**config.mk**
```make
export PLATFORM = sky130hd
export DESIGN_NAME = exec_branch_top
export DESIGN_NICKNAME = d
export VERILOG_FILES = /design/src/common/thumb_pkg.sv /design/src/common/exec_operand_if.sv /design/src/hw/exec_branch_top.sv /design/src/hw/fetch_pc.sv /design/src/hw/register_file.sv /design/src/hw/branch/branch_imm_decode.sv /design/src/hw/branch/branch_controller.sv
export VERILOG_INCLUDE_DIRS = /design/src /design/src/common
export SDC_FILE = /design/constraint.sdc
export NUM_CORES = 1
export LEC_CHECK = 0
export BUFFER_PORTS_ARGS = -buffer_cell sky130_fd_sc_hd__buf_2
export CAP_MARGIN = 10
export CORE_UTILIZATION = 40
export DETAILED_ROUTE_END_ITERATION = 10
export GPL_ROUTABILITY_DRIVEN = 0
export GPL_TIMING_DRIVEN = 0
export HOLD_SLACK_MARGIN = 0.06
export SKIP_CTS_REPAIR_TIMING = 1
export SLEW_MARGIN = 20
export SYNTH_ARGS = -nofsm -noshare
export SYNTH_HDL_FRONTEND = slang
export SYNTH_HIERARCHICAL = 1
export SYNTH_SLANG_ARGS = --single-unit
```
**constraint.sdc**
```tcl
create_clock -name clk_i -period 7.1 [get_ports clk_i]
set_clock_uncertainty 0.05 [all_clocks]
set_input_delay 0 -clock clk_i [delete_from_list [all_inputs] [get_ports clk_i]]
set_output_delay 0 -clock clk_i [all_outputs]
set_load 0.05 [all_outputs]
```
**src/common/thumb_defines.svh**
```systemverilog
`ifndef THUMB_DEFINES_SVH
`define THUMB_DEFINES_SVH

// Datapath and instruction widths
`define WORD    32
`define INSTR_W 16

// Address of the first instruction after reset
`define RESET_PC 32'h0000_0000

// r15 is the program counter
`define PC_REG_NUM 4'd15

// Bit positions inside the NZCV status word
`define FLAG_N 3
`define FLAG_Z 2
`define FLAG_C 1
`define FLAG_V 0

`endif
```
**src/common/thumb_pkg.sv**
```systemverilog
`include "thumb_defines.svh"

package thumb_pkg;

    // ------------------------------------------------------------------
    // Plain vector types
    // ------------------------------------------------------------------

    typedef logic [`WORD-1:0]    word_t;
    typedef logic [`INSTR_W-1:0] instr_t;

    // Laid out as N Z C V from bit 3 down to bit 0
    typedef logic [3:0]          flags_t;

    typedef logic [3:0]          reg_idx_t;

    // ------------------------------------------------------------------
    // Instruction field encodings
    // ------------------------------------------------------------------

    // Condition field of the conditional branch, bits 11 to 8
    typedef enum logic [3:0] {
        EQ = 4'h0,
        NE = 4'h1,
        CS = 4'h2,
        CC = 4'h3,
        MI = 4'h4,
        PL = 4'h5,
        VS = 4'h6,
        VC = 4'h7,
        HI = 4'h8,
        LS = 4'h9,
        GE = 4'ha,
        LT = 4'hb,
        GT = 4'hc,
        LE = 4'hd,
        AL = 4'he
    } cond_e;

    // Hi-register operation field, bits 9 to 8
    // Code 01 carries BLX in this core since it has no hi-register compare
    typedef enum logic [1:0] {
        ADD_HI = 2'b00,
        BLX_OP = 2'b01,
        MOV_HI = 2'b10,
        BX_OP  = 2'b11
    } special_op_e;

    // Set by the first word of a long branch and cleared by the second
    typedef enum logic {
        NO_LINK_PENDING = 1'b0,
        LINK_PENDING    = 1'b1
    } link_state_e;

endpackage

```
**src/common/exec_operand_if.sv**
```systemverilog
interface exec_operand_if;

    import thumb_pkg::*;

    logic   valid;
    instr_t instr;
    word_t  pc;
    word_t  rm_data;
    word_t  imm;

    modport fetch (
        output pc
    );

    // r15 reads back as the PC, so the register file sees pc as well
    modport regfile (
        input  instr,
        input  pc,
        output rm_data
    );

    modport decode (
        input  valid,
        input  instr,
        output imm
    );

    modport branch (
        input valid,
        input instr,
        input pc,
        input rm_data,
        input imm
    );

endinterface

```
**src/hw/exec_branch_top.sv**
```systemverilog
module exec_branch_top (
    input  logic                clk_i,
    input  logic                reset_i,
    input  logic                instr_valid_i,
    input  thumb_pkg::instr_t   instr_i,
    input  logic                flags_we_i,
    input  thumb_pkg::flags_t   flags_wdata_i,
    input  logic                reg_we_i,
    input  thumb_pkg::reg_idx_t reg_waddr_i,
    input  thumb_pkg::word_t    reg_wdata_i,
    output thumb_pkg::word_t    pc_o,
    output logic                take_branch_o,
    output logic                flush_o
);

    import thumb_pkg::*;

    flags_t flags_q;
    logic   take_branch;
    word_t  target;

    exec_operand_if ops ();

    assign ops.valid = instr_valid_i;
    assign ops.instr = instr_i;

    // Status flags come from the ALU side through the write port
    always_ff @(posedge clk_i) begin
        if (reset_i) begin
            flags_q <= '0;
        end else if (flags_we_i) begin
            flags_q <= flags_wdata_i;
        end
    end

    // ------------------------------------------------------------------
    // Blocks
    // ------------------------------------------------------------------

    fetch_pc fetch_pc_i (
        .clk_i         (clk_i),
        .reset_i       (reset_i),
        .valid_i       (instr_valid_i),
        .take_branch_i (take_branch),
        .target_i      (target),
        .ops_i         (ops.fetch),
        .pc_o          (pc_o)
    );

    register_file register_file_i (
        .clk_i   (clk_i),
        .reset_i (reset_i),
        .we_i    (reg_we_i),
        .waddr_i (reg_waddr_i),
        .wdata_i (reg_wdata_i),
        .ops_i   (ops.regfile)
    );

    branch_imm_decode branch_imm_decode_i (
        .clk_i   (clk_i),
        .reset_i (reset_i),
        .ops_i   (ops.decode)
    );

    branch_controller branch_controller_i (
        .clk_i         (clk_i),
        .reset_i       (reset_i),
        .ops_i         (ops.branch),
        .flags_i       (flags_q),
        .take_branch_o (take_branch),
        .flush_o       (flush_o),
        .target_o      (target)
    );

    assign take_branch_o = take_branch;

endmodule

```
**src/hw/fetch_pc.sv**
```systemverilog
`include "thumb_defines.svh"

module fetch_pc (
    input  logic             clk_i,
    input  logic             reset_i,
    input  logic             valid_i,
    input  logic             take_branch_i,
    input  thumb_pkg::word_t target_i,
    exec_operand_if.fetch    ops_i,
    output thumb_pkg::word_t pc_o
);

    import thumb_pkg::*;

    word_t pc_q;

    // The PC stays halfword aligned and bit 0 of a target never reaches it
    always_ff @(posedge clk_i) begin
        if (reset_i) begin
            pc_q <= `RESET_PC;
        end else if (valid_i) begin
            if (take_branch_i) begin
                pc_q <= {target_i[`WORD-1:1], 1'b0};
            end else begin
                pc_q <= pc_q + 32'd2;
            end
        end
    end

    assign pc_o = pc_q;

    // An instruction reads r15 two halfwords ahead of its own address
    assign ops_i.pc = pc_q + 32'd4;

endmodule

```
**src/hw/register_file.sv**
```systemverilog
`include "thumb_defines.svh"

module register_file (
    input  logic                clk_i,
    input  logic                reset_i,
    input  logic                we_i,
    input  thumb_pkg::reg_idx_t waddr_i,
    input  thumb_pkg::word_t    wdata_i,
    exec_operand_if.regfile     ops_i
);

    import thumb_pkg::*;

    word_t    regs [16];
    reg_idx_t rm_idx;

    assign rm_idx = ops_i.instr[6:3];

    // The PC lives in fetch_pc, so r15 is never written here
    always_ff @(posedge clk_i) begin
        if (reset_i) begin
            for (int i = 0; i < 16; i++) begin
                regs[i] <= '0;
            end
        end else if (we_i && waddr_i != `PC_REG_NUM) begin
            regs[waddr_i] <= wdata_i;
        end
    end

    always_comb begin
        if (rm_idx == `PC_REG_NUM) begin
            ops_i.rm_data = ops_i.pc;
        end else begin
            ops_i.rm_data = regs[rm_idx];
        end
    end

endmodule

```
**src/hw/branch/branch_imm_decode.sv**
```systemverilog
`include "thumb_defines.svh"

module branch_imm_decode (
    input  logic           clk_i,
    input  logic           reset_i,
    exec_operand_if.decode ops_i
);

    import thumb_pkg::*;

    link_state_e pending_q;
    word_t       upper_q;
    word_t       upper_d;
    logic        is_long;

    assign is_long = (ops_i.instr[15:11] == 5'b11101) ||
                     (ops_i.instr[15:11] == 5'b11110) ||
                     (ops_i.instr[15:11] == 5'b11111);

    // The first long-branch word places its offset in the upper bits
    assign upper_d = {{(`WORD-23){ops_i.instr[10]}}, ops_i.instr[10:0], 12'b0};

    always_comb begin
        ops_i.imm = '0;
        if (ops_i.instr[15:12] == 4'b1101) begin
            ops_i.imm = {{(`WORD-9){ops_i.instr[7]}}, ops_i.instr[7:0], 1'b0};
        end else if (ops_i.instr[15:11] == 5'b11100) begin
            ops_i.imm = {{(`WORD-12){ops_i.instr[10]}}, ops_i.instr[10:0], 1'b0};
        end else if (is_long) begin
            if (pending_q == LINK_PENDING) begin
                // Second word adds its unsigned low half to the stored upper part
                ops_i.imm = upper_q + {{(`WORD-12){1'b0}}, ops_i.instr[10:0], 1'b0};
            end else begin
                ops_i.imm = upper_d;
            end
        end
    end

    always_ff @(posedge clk_i) begin
        if (reset_i) begin
            pending_q <= NO_LINK_PENDING;
        end else if (ops_i.valid && is_long) begin
            pending_q <= (pending_q == LINK_PENDING) ? NO_LINK_PENDING : LINK_PENDING;
        end
    end

    always_ff @(posedge clk_i) begin
        if (ops_i.valid && is_long && pending_q == NO_LINK_PENDING) begin
            upper_q <= upper_d;
        end
    end

endmodule

```
**src/hw/branch/branch_controller.sv**
```systemverilog
`include "thumb_defines.svh"

module branch_controller (
    input  logic               clk_i,
    input  logic               reset_i,
    exec_operand_if.branch     ops_i,
    input  thumb_pkg::flags_t  flags_i,
    output logic               take_branch_o,
    output logic               flush_o,
    output thumb_pkg::word_t   target_o
);

    import thumb_pkg::*;

    link_state_e link_q;
    link_state_e link_d;
    cond_e       cond;
    special_op_e sop;
    reg_idx_t    rd;
    logic        take;

    function automatic logic cond_holds(input cond_e c, input flags_t f);
        logic n;
        logic z;
        logic cy;
        logic v;
        logic hold;
        n  = f[`FLAG_N];
        z  = f[`FLAG_Z];
        cy = f[`FLAG_C];
        v  = f[`FLAG_V];
        case (c)
            EQ:      hold = z;
            NE:      hold = !z;
            CS:      hold = cy;
            CC:      hold = !cy;
            MI:      hold = n;
            PL:      hold = !n;
            VS:      hold = v;
            VC:      hold = !v;
            HI:      hold = cy && !z;
            LS:      hold = !cy || z;
            GE:      hold = (n == v);
            LT:      hold = (n != v);
            GT:      hold = !z && (n == v);
            LE:      hold = z || (n != v);
            AL:      hold = 1'b1;
            default: hold = 1'b0;
        endcase
        return hold;
    endfunction

    // ------------------------------------------------------------------
    // Branch decision and target
    // ------------------------------------------------------------------

    always_comb begin
        cond     = cond_e'(ops_i.instr[11:8]);
        sop      = special_op_e'(ops_i.instr[9:8]);
        rd       = {ops_i.instr[7], ops_i.instr[2:0]};
        take     = 1'b0;
        link_d   = link_q;
        // Relative forms all land at pc plus the decoded immediate
        target_o = ops_i.pc + ops_i.imm;

        casez (ops_i.instr[15:11])
            5'b1101?: begin
                take = cond_holds(cond, flags_i);
            end
            5'b11100: begin
                take = 1'b1;
            end
            5'b01000: begin
                if (ops_i.instr[10]) begin
                    case (sop)
                        ADD_HI: begin
                            take     = (rd == `PC_REG_NUM);
                            target_o = ops_i.pc + ops_i.rm_data;
                        end
                        MOV_HI: begin
                            take     = (rd == `PC_REG_NUM);
                            target_o = ops_i.rm_data;
                        end
                        default: begin
                            take     = 1'b1;
                            target_o = ops_i.rm_data;
                        end
                    endcase
                end
            end
            5'b11101, 5'b11110, 5'b11111: begin
                if (link_q == LINK_PENDING) begin
                    take   = 1'b1;
                    link_d = NO_LINK_PENDING;
                end else begin
                    link_d = LINK_PENDING;
                end
            end
            default: ;
        endcase
    end

    // An invalid slot never redirects
    assign take_branch_o = ops_i.valid & take;
    assign flush_o       = ops_i.valid & take;

    // ------------------------------------------------------------------
    // Long-branch sequencing
    // ------------------------------------------------------------------

    always_ff @(posedge clk_i) begin
        if (reset_i) begin
            link_q <= NO_LINK_PENDING;
        end else if (ops_i.valid) begin
            link_q <= link_d;
        end
    end

endmodule

```
==> results of run 1 <==
## sequential cells by signal, indices dropped and copies added, names as in the netlist
register                       cells
branch_imm_decode_i/upper_q       11
fetch_pc_i/pc_o                   31
branch_imm_decode_i/pending_q      1
register_file_i/regs             480
branch_controller_i/link_q         1
flags_q                            4
## path summary, 6_finish.rpt
kind                            slack, ns               start                          end  cells after the start
worst min register to register       0.59  fetch_pc_i/pc_o[2]           fetch_pc_i/pc_o[2]                      2
worst max register to register       0.88  fetch_pc_i/pc_o[5]          fetch_pc_i/pc_o[31]                     20
worst min-delay path                  0.1      reg_waddr_i[0]  register_file_i/regs[4][31]                      4
worst max-delay path                 0.88  fetch_pc_i/pc_o[5]          fetch_pc_i/pc_o[31]                     20
## critical path: cells and delay by family (launching register included)
family / cells / cell delay [ns]
AOI/OAI and AO/OA: 9 / 1.94
xor gates and xnor gates: 1 / 0.52
adders and majority gates: 1 / 0.30
buffers and inverters: 2 / 0.46
DFF: 1 / 0.45
muxes: 1 / 0.51
and+or+nand+nor: 6 / 1.83
## cells in the final DEF (no fill, tap or decap), types with 66 or more instances in the layout
cell / instances
mux4_2: 66
clkbuf_1: 154
and2_1: 476
mux2i_1: 124
a21oi_1: 95
buf_2: 129
edfxtp_1: 491
nor2_1: 101
nand2_1: 97
o21ai_0: 102
o22ai_1: 68
## power breakdown
part	total (µW)	leakage [µW]	switching [µW]	internal [µW]
registers	3620	0.00498	51.9	3570
logic	923	0.00687	595	328
clock network	3000	0.000917	1280	1720
## layout make-up
class	count	share of cell area
antenna	5	0.000363
buffer	224	0.0288
clock buffer	66	0.0429
clock inverter	39	0.0117
inverter	37	0.00403
multi-input combinational	1871	0.396
sequential	528	0.449
tap	969	0.0351
timing repair buffer	157	0.0322
## through the flow
stage	hold WS, ns	cells
after floorplan	0.0191	2660
after global placement	0.188	3721
after detailed placement	0.196	3722
after CTS	-0.462	3827
after global routing	0.0701	3891
final	0.0953	3896
## routing by layer
| metal | share of wire | global-route usage |
|---|---|---|
| met3 | 0.063 | 0.0249 |
| met1 | 0.42 | 0.317 |
| met5 | 0 | 0 |
| met2 | 0.48 | 0.408 |
| met4 | 0.030 | 0.0771 |
==> reports/metrics.cfg, run 1 <==
[status]
status=complete, no violations

[timing]
period_share=0.876
fmax_mhz=161
slew_headroom=0.218
setup_violations=0
layout_min_cycle_time_ns=6.22
hold_viol_final=0
maxSlewViolCount=0
setup_slack_ns=0.883
setup_tns_ns=0
worstMarginPinSlew_ns=1.16
grt_setup_unrepaired=false

[logic_synthesis]
syn_inst=2659
ys_warn_count=6
synth.cell_area_um2=30300
synth_area_per_cell_um2=11.4

[clocking]
worstSkewPairLatency_ns=0.66
htreeDepth=2
cts_inserted_buffers=58
clockBufferDepth=3
cts_sinks=528
clk_pin_slew_ns=0.06
cts_tree=done
cts-root-buf=clkbuf_16

[critical_path]
cp_slowest_cell=nor4_2
worstPathArrival_ns=6.64
path_cells=buf_2 -> nand2_1 -> nor4_2 -> nand3_1 -> xnor2_1 -> o21ai_0 -> o22ai_1 -> ha_1 -> clkbuf_1 -> a311oi_1 -> o21bai_1 -> a21oi_1 -> o21a_2 -> mux4_2 -> o2111ai_1 -> o22ai_1 -> and3_1 -> a211oi_1 -> nand4_1 -> nor3b_1
start_kind=flop
cp.required_ns=7.53
cp_max_fo=10
path_class=flop to flop
endpoint_kind=flop
cp_common_cell=o22ai_1
cp_slowest_stage_delay_ns=1.00

[routing]
wl_per_cell_um=24.0
ant_nets=0
wirelength_um=93600
via_per_inst=5.84
dr.pass1.iters=8
drt_iter0_drc=2358
num_vias=22740
drc=0

[layout]
syn_to_final_growth_pct=14.0
n_fill_cell=6724
final_core_util=0.462
multi_input_area_um2=13700
drive_gt1_frac=0.134
final-seq-area_um2=15500
design_area_um2=34500
layout.nets=3005

[placement]
dp_hpwl_um=67800
dp_slack_ns=1.01
io_buffers=92
dpl_cell_area_um2=32000

[global_routing]
grt_start_max_net_pins=33
grt_pass1_vias=22232
antenna_found_initial=2
grt_pass1_wl_um=139000
grt_overflow=0
grt_util_all_layers=0.239

[power]
p_per_area_nw_per_um2=219
p_leak_uw=0.0128
ir_drop_uv=171
power_uw=7540

[floorplan]
die_w_um=277
coreArea_um2=74700
io_pins=95
die_area_um2=76800
initial_core_util=0.405
dieHeight_um=277
rows=100

[hold_path]
min_path_type=primary input to flop

[run]
drv_cap=0

Note: power is estimated with default switching activity, not from simulation.
==> run 2: changes to the inputs <==
ABC_AREA = 1   (was not set)
==> reports/metrics.cfg, run 2 <==
[timing]
fmax_mhz=207  ; was 161 MHz
period_share=0.681  ; was 0.876
setup_tns_ns=0  ; unchanged
grt_setup_unrepaired=false  ; unchanged
setup_slack_ns=2.26  ; was 0.883 ns
maxSlewViolCount=0  ; unchanged
hold_viol_final=0  ; unchanged
slew_headroom=0.320  ; was 0.218
hold_ws_ns=0.0904  ; was 0.0953 ns
setup_violations=0  ; unchanged
worstMarginPinSlew_ns=1.02  ; was 1.16 ns
layout_min_cycle_time_ns=4.84  ; was 6.22 ns

[power]
seq_power_share=0.461  ; was 0.480
p_per_area_nw_per_um2=210  ; was 219 nW/µm²
p_int_uw=5720  ; was 5610 µW
ir_drop_uv=197  ; was 171 µV
comb_power_share=0.140  ; was 0.122
p_sw_uw=2130  ; was 1930 µW
swShare=0.272  ; was 0.256
clkPwrFrac=0.400  ; was 0.398
p_leak_uw=0.0181  ; was 0.0128 µW
power_uw=7850  ; was 7540 µW

[critical_path]
timing.rr.end=fetch_pc_i/pc_o[22]  ; was fetch_pc_i/pc_o[31]
endpoint_kind=flop  ; unchanged
cp.required_ns=7.60  ; was 7.53 ns
reg2reg_from=fetch_pc_i/pc_o[2]  ; was fetch_pc_i/pc_o[5]
path_delay_family=simple AND/OR/NAND/NOR gates  ; was compound AO/OA/AOI/OAI gates
path_class=flop to flop  ; unchanged
cp_num_buf_inv=2  ; unchanged
cp_max_fo=8  ; was 10
worst_r2r_path_depth=23  ; was 20
reg2reg_slack_ns=2.26  ; was 0.88 ns
cp_slowest_cell=xor2_1  ; was nor4_2
cp_slowest_stage_delay_ns=0.63  ; was 1.00 ns
path_cells=nand3_2 -> nor2_2 -> nand2_1 -> nor3_2 -> xor2_1 -> nor2_1 -> a21oi_1 -> ha_1 -> nand2_1 -> inv_1 -> nand2_1 -> inv_1 -> a21oi_1 -> nand2_1 -> nand2_1 -> nand2_1 -> nand2_1 -> nand3_1 -> a21oi_1 -> nor2_1 -> nor2_1 -> nand2_1 -> a21oi_1  ; was buf_2 -> nand2_1 -> nor4_2 -> nand3_1 -> xnor2_1 -> o21ai_0 -> o22ai_1 -> ha_1 -> clkbuf_1 -> a311oi_1 -> o21bai_1 -> a21oi_1 -> o21a_2 -> mux4_2 -> o2111ai_1 -> o22ai_1 -> and3_1 -> a211oi_1 -> nand4_1 -> nor3b_1
cp_common_cell=nand2_1  ; was o22ai_1
start_kind=flop  ; unchanged
worstPathArrival_ns=5.34  ; was 6.64 ns

[run]
drv_cap=0  ; unchanged

[hold_path]
min_path_type=primary input to flop  ; unchanged
hold_end=branch_imm_decode_i/upper_q[22]  ; was register_file_i/regs[4][31]
hold_start=instr_i[13]  ; was reg_waddr_i[0]
holdPathStages=5  ; was 4

[layout]
n_fill_cell=8144  ; was 6724
layout_common_cells=1301 x nand2_1, 721 x nor2_1, 688 x inv_1, 491 x edfxtp_1, 410 x nand3_1  ; was 491 x edfxtp_1, 476 x and2_1, 154 x clkbuf_1, 129 x buf_2, 124 x mux2i_1
largest-register=register_file_i/regs  ; unchanged
layout.nets=4762  ; was 3005
layout_commonest_cell=nand2_1  ; was edfxtp_1
syn_to_final_growth_pct=14.2  ; was 14.0%
drive_gt1_frac=0.0924  ; was 0.134
largest_register_ffs=480  ; unchanged
final_core_util=0.464  ; was 0.462

[status]
status=finished, violations left  ; was complete, no violations
violations=DRC

[logic_synthesis]
synth_area_per_cell_um2=7.44  ; was 11.4 µm²
syn_inst=4409  ; was 2659
ys_warn_count=6  ; unchanged
synth.cell_area_um2=32800  ; was 30300 µm²

[global_routing]
grt_pass1_vias=26496  ; was 22232
grt_pass1_wl_um=162000  ; was 139000 µm
antenna_found_initial=1  ; was 2
grt_util_all_layers=0.264  ; was 0.239
grt_overflow=0  ; unchanged
grt_start_max_net_pins=33  ; unchanged

[placement]
io_buffers=92  ; unchanged
dp_slack_ns=2.48  ; was 1.01 ns
dp_hpwl_um=85600  ; was 67800 µm

[routing]
dr.pass1.iters=11  ; was 8
drc=6  ; was 0
num_vias=28972  ; was 22740
wl_per_cell_um=19.3  ; was 24.0 µm
wirelength_um=111000  ; was 93600 µm
ant_nets=0  ; unchanged
drt_iter0_drc=2694  ; was 2358
via_per_inst=5.04  ; was 5.84

[clocking]
cts-root-buf=clkbuf_16  ; unchanged
cts_tree=done  ; unchanged
clockBufferDepth=3  ; unchanged
worstSkewPairLatency_ns=0.64  ; was 0.66 ns
cts_sinks=528  ; unchanged
cts_inserted_buffers=59  ; was 58
htreeDepth=2  ; unchanged
clk_pin_slew_ns=0.07  ; was 0.06 ns

[floorplan]
io_pins=95  ; unchanged
die_area_um2=83200  ; was 76800 µm²
rows=104  ; was 100
dieHeight_um=288  ; was 277 µm
initial_core_util=0.406  ; was 0.405
coreArea_um2=80800  ; was 74700 µm²
die_w_um=288  ; was 277 µm

run 2: tightest hold or removal path, delay by kind of cell:
| kind | cells | cell delay [ns] |
|---|---|---|
| buffers and inverters | 3 | 0.41 |
| and+or+nand+nor | 2 | 0.13 |
run 2: layout make-up:
| type | count | area [µm²] | share of cell area |
|---|---|---|---|
| flip-flops and latches | 528 | 15500 | 0.413 |
| multi-input cells | 2951 | 13400 | 0.359 |
| inverters | 709 | 2660 | 0.0710 |
| clock buffers | 78 | 1570 | 0.0419 |
| well taps | 1060 | 1330 | 0.0354 |
| repair buffers | 163 | 1310 | 0.0349 |
| plain buffers | 222 | 1260 | 0.0338 |
| clock inverters | 33 | 404 | 0.0108 |
| diodes | 1 | 2.50 | 0.0000668 |
run 2: worst max path at each step:
stage / end / start / slack (ns) / cells after the start
floorplan: fetch_pc_i/pc_o[28] / fetch_pc_i/pc_o[2] / 3.64 / 25
global placement: fetch_pc_i/pc_o[22] / fetch_pc_i/pc_o[2] / 2.43 / 23
detailed placement: fetch_pc_i/pc_o[22] / fetch_pc_i/pc_o[2] / 2.48 / 23
CTS: fetch_pc_i/pc_o[22] / fetch_pc_i/pc_o[2] / 2.45 / 23
global route: fetch_pc_i/pc_o[25] / fetch_pc_i/pc_o[2] / 2.14 / 24
finish: fetch_pc_i/pc_o[22] / fetch_pc_i/pc_o[2] / 2.26 / 23
run 2: routing by layer:
layer | share of wire | vias to the layer above | GRT usage | wire (µm)
met1 | 0.39 | 13483 | 0.326 | 43700
li1 | - | 14196 | - | -
met5 | 0.0017 | - | 0 | 184
met2 | 0.47 | 1061 | 0.438 | 52500
met4 | 0.045 | 4 | 0.113 | 5060
met3 | 0.087 | 228 | 0.0615 | 9660
run 2: through the flow:
step / instance area [µm²] / instances
6_report: 37500 / 5745
5_1_grt: 37500 / 5744
4_1_cts: 36800 / 5683
3_5_place_dp: 34900 / 5572
3_3_place_gp: 34600 / 5562
2_1_floorplan: 32800 / 4410
run 2: power groups by stage:
stage	Clock [µW]	Sequential [µW]	Combinational, µW
finish	3140	3620	1100
floorplan	0	3680	629
detailed placement	0	3680	1040
global route	3290	3630	1180
CTS	3180	3620	1050
global placement	0	3680	1020
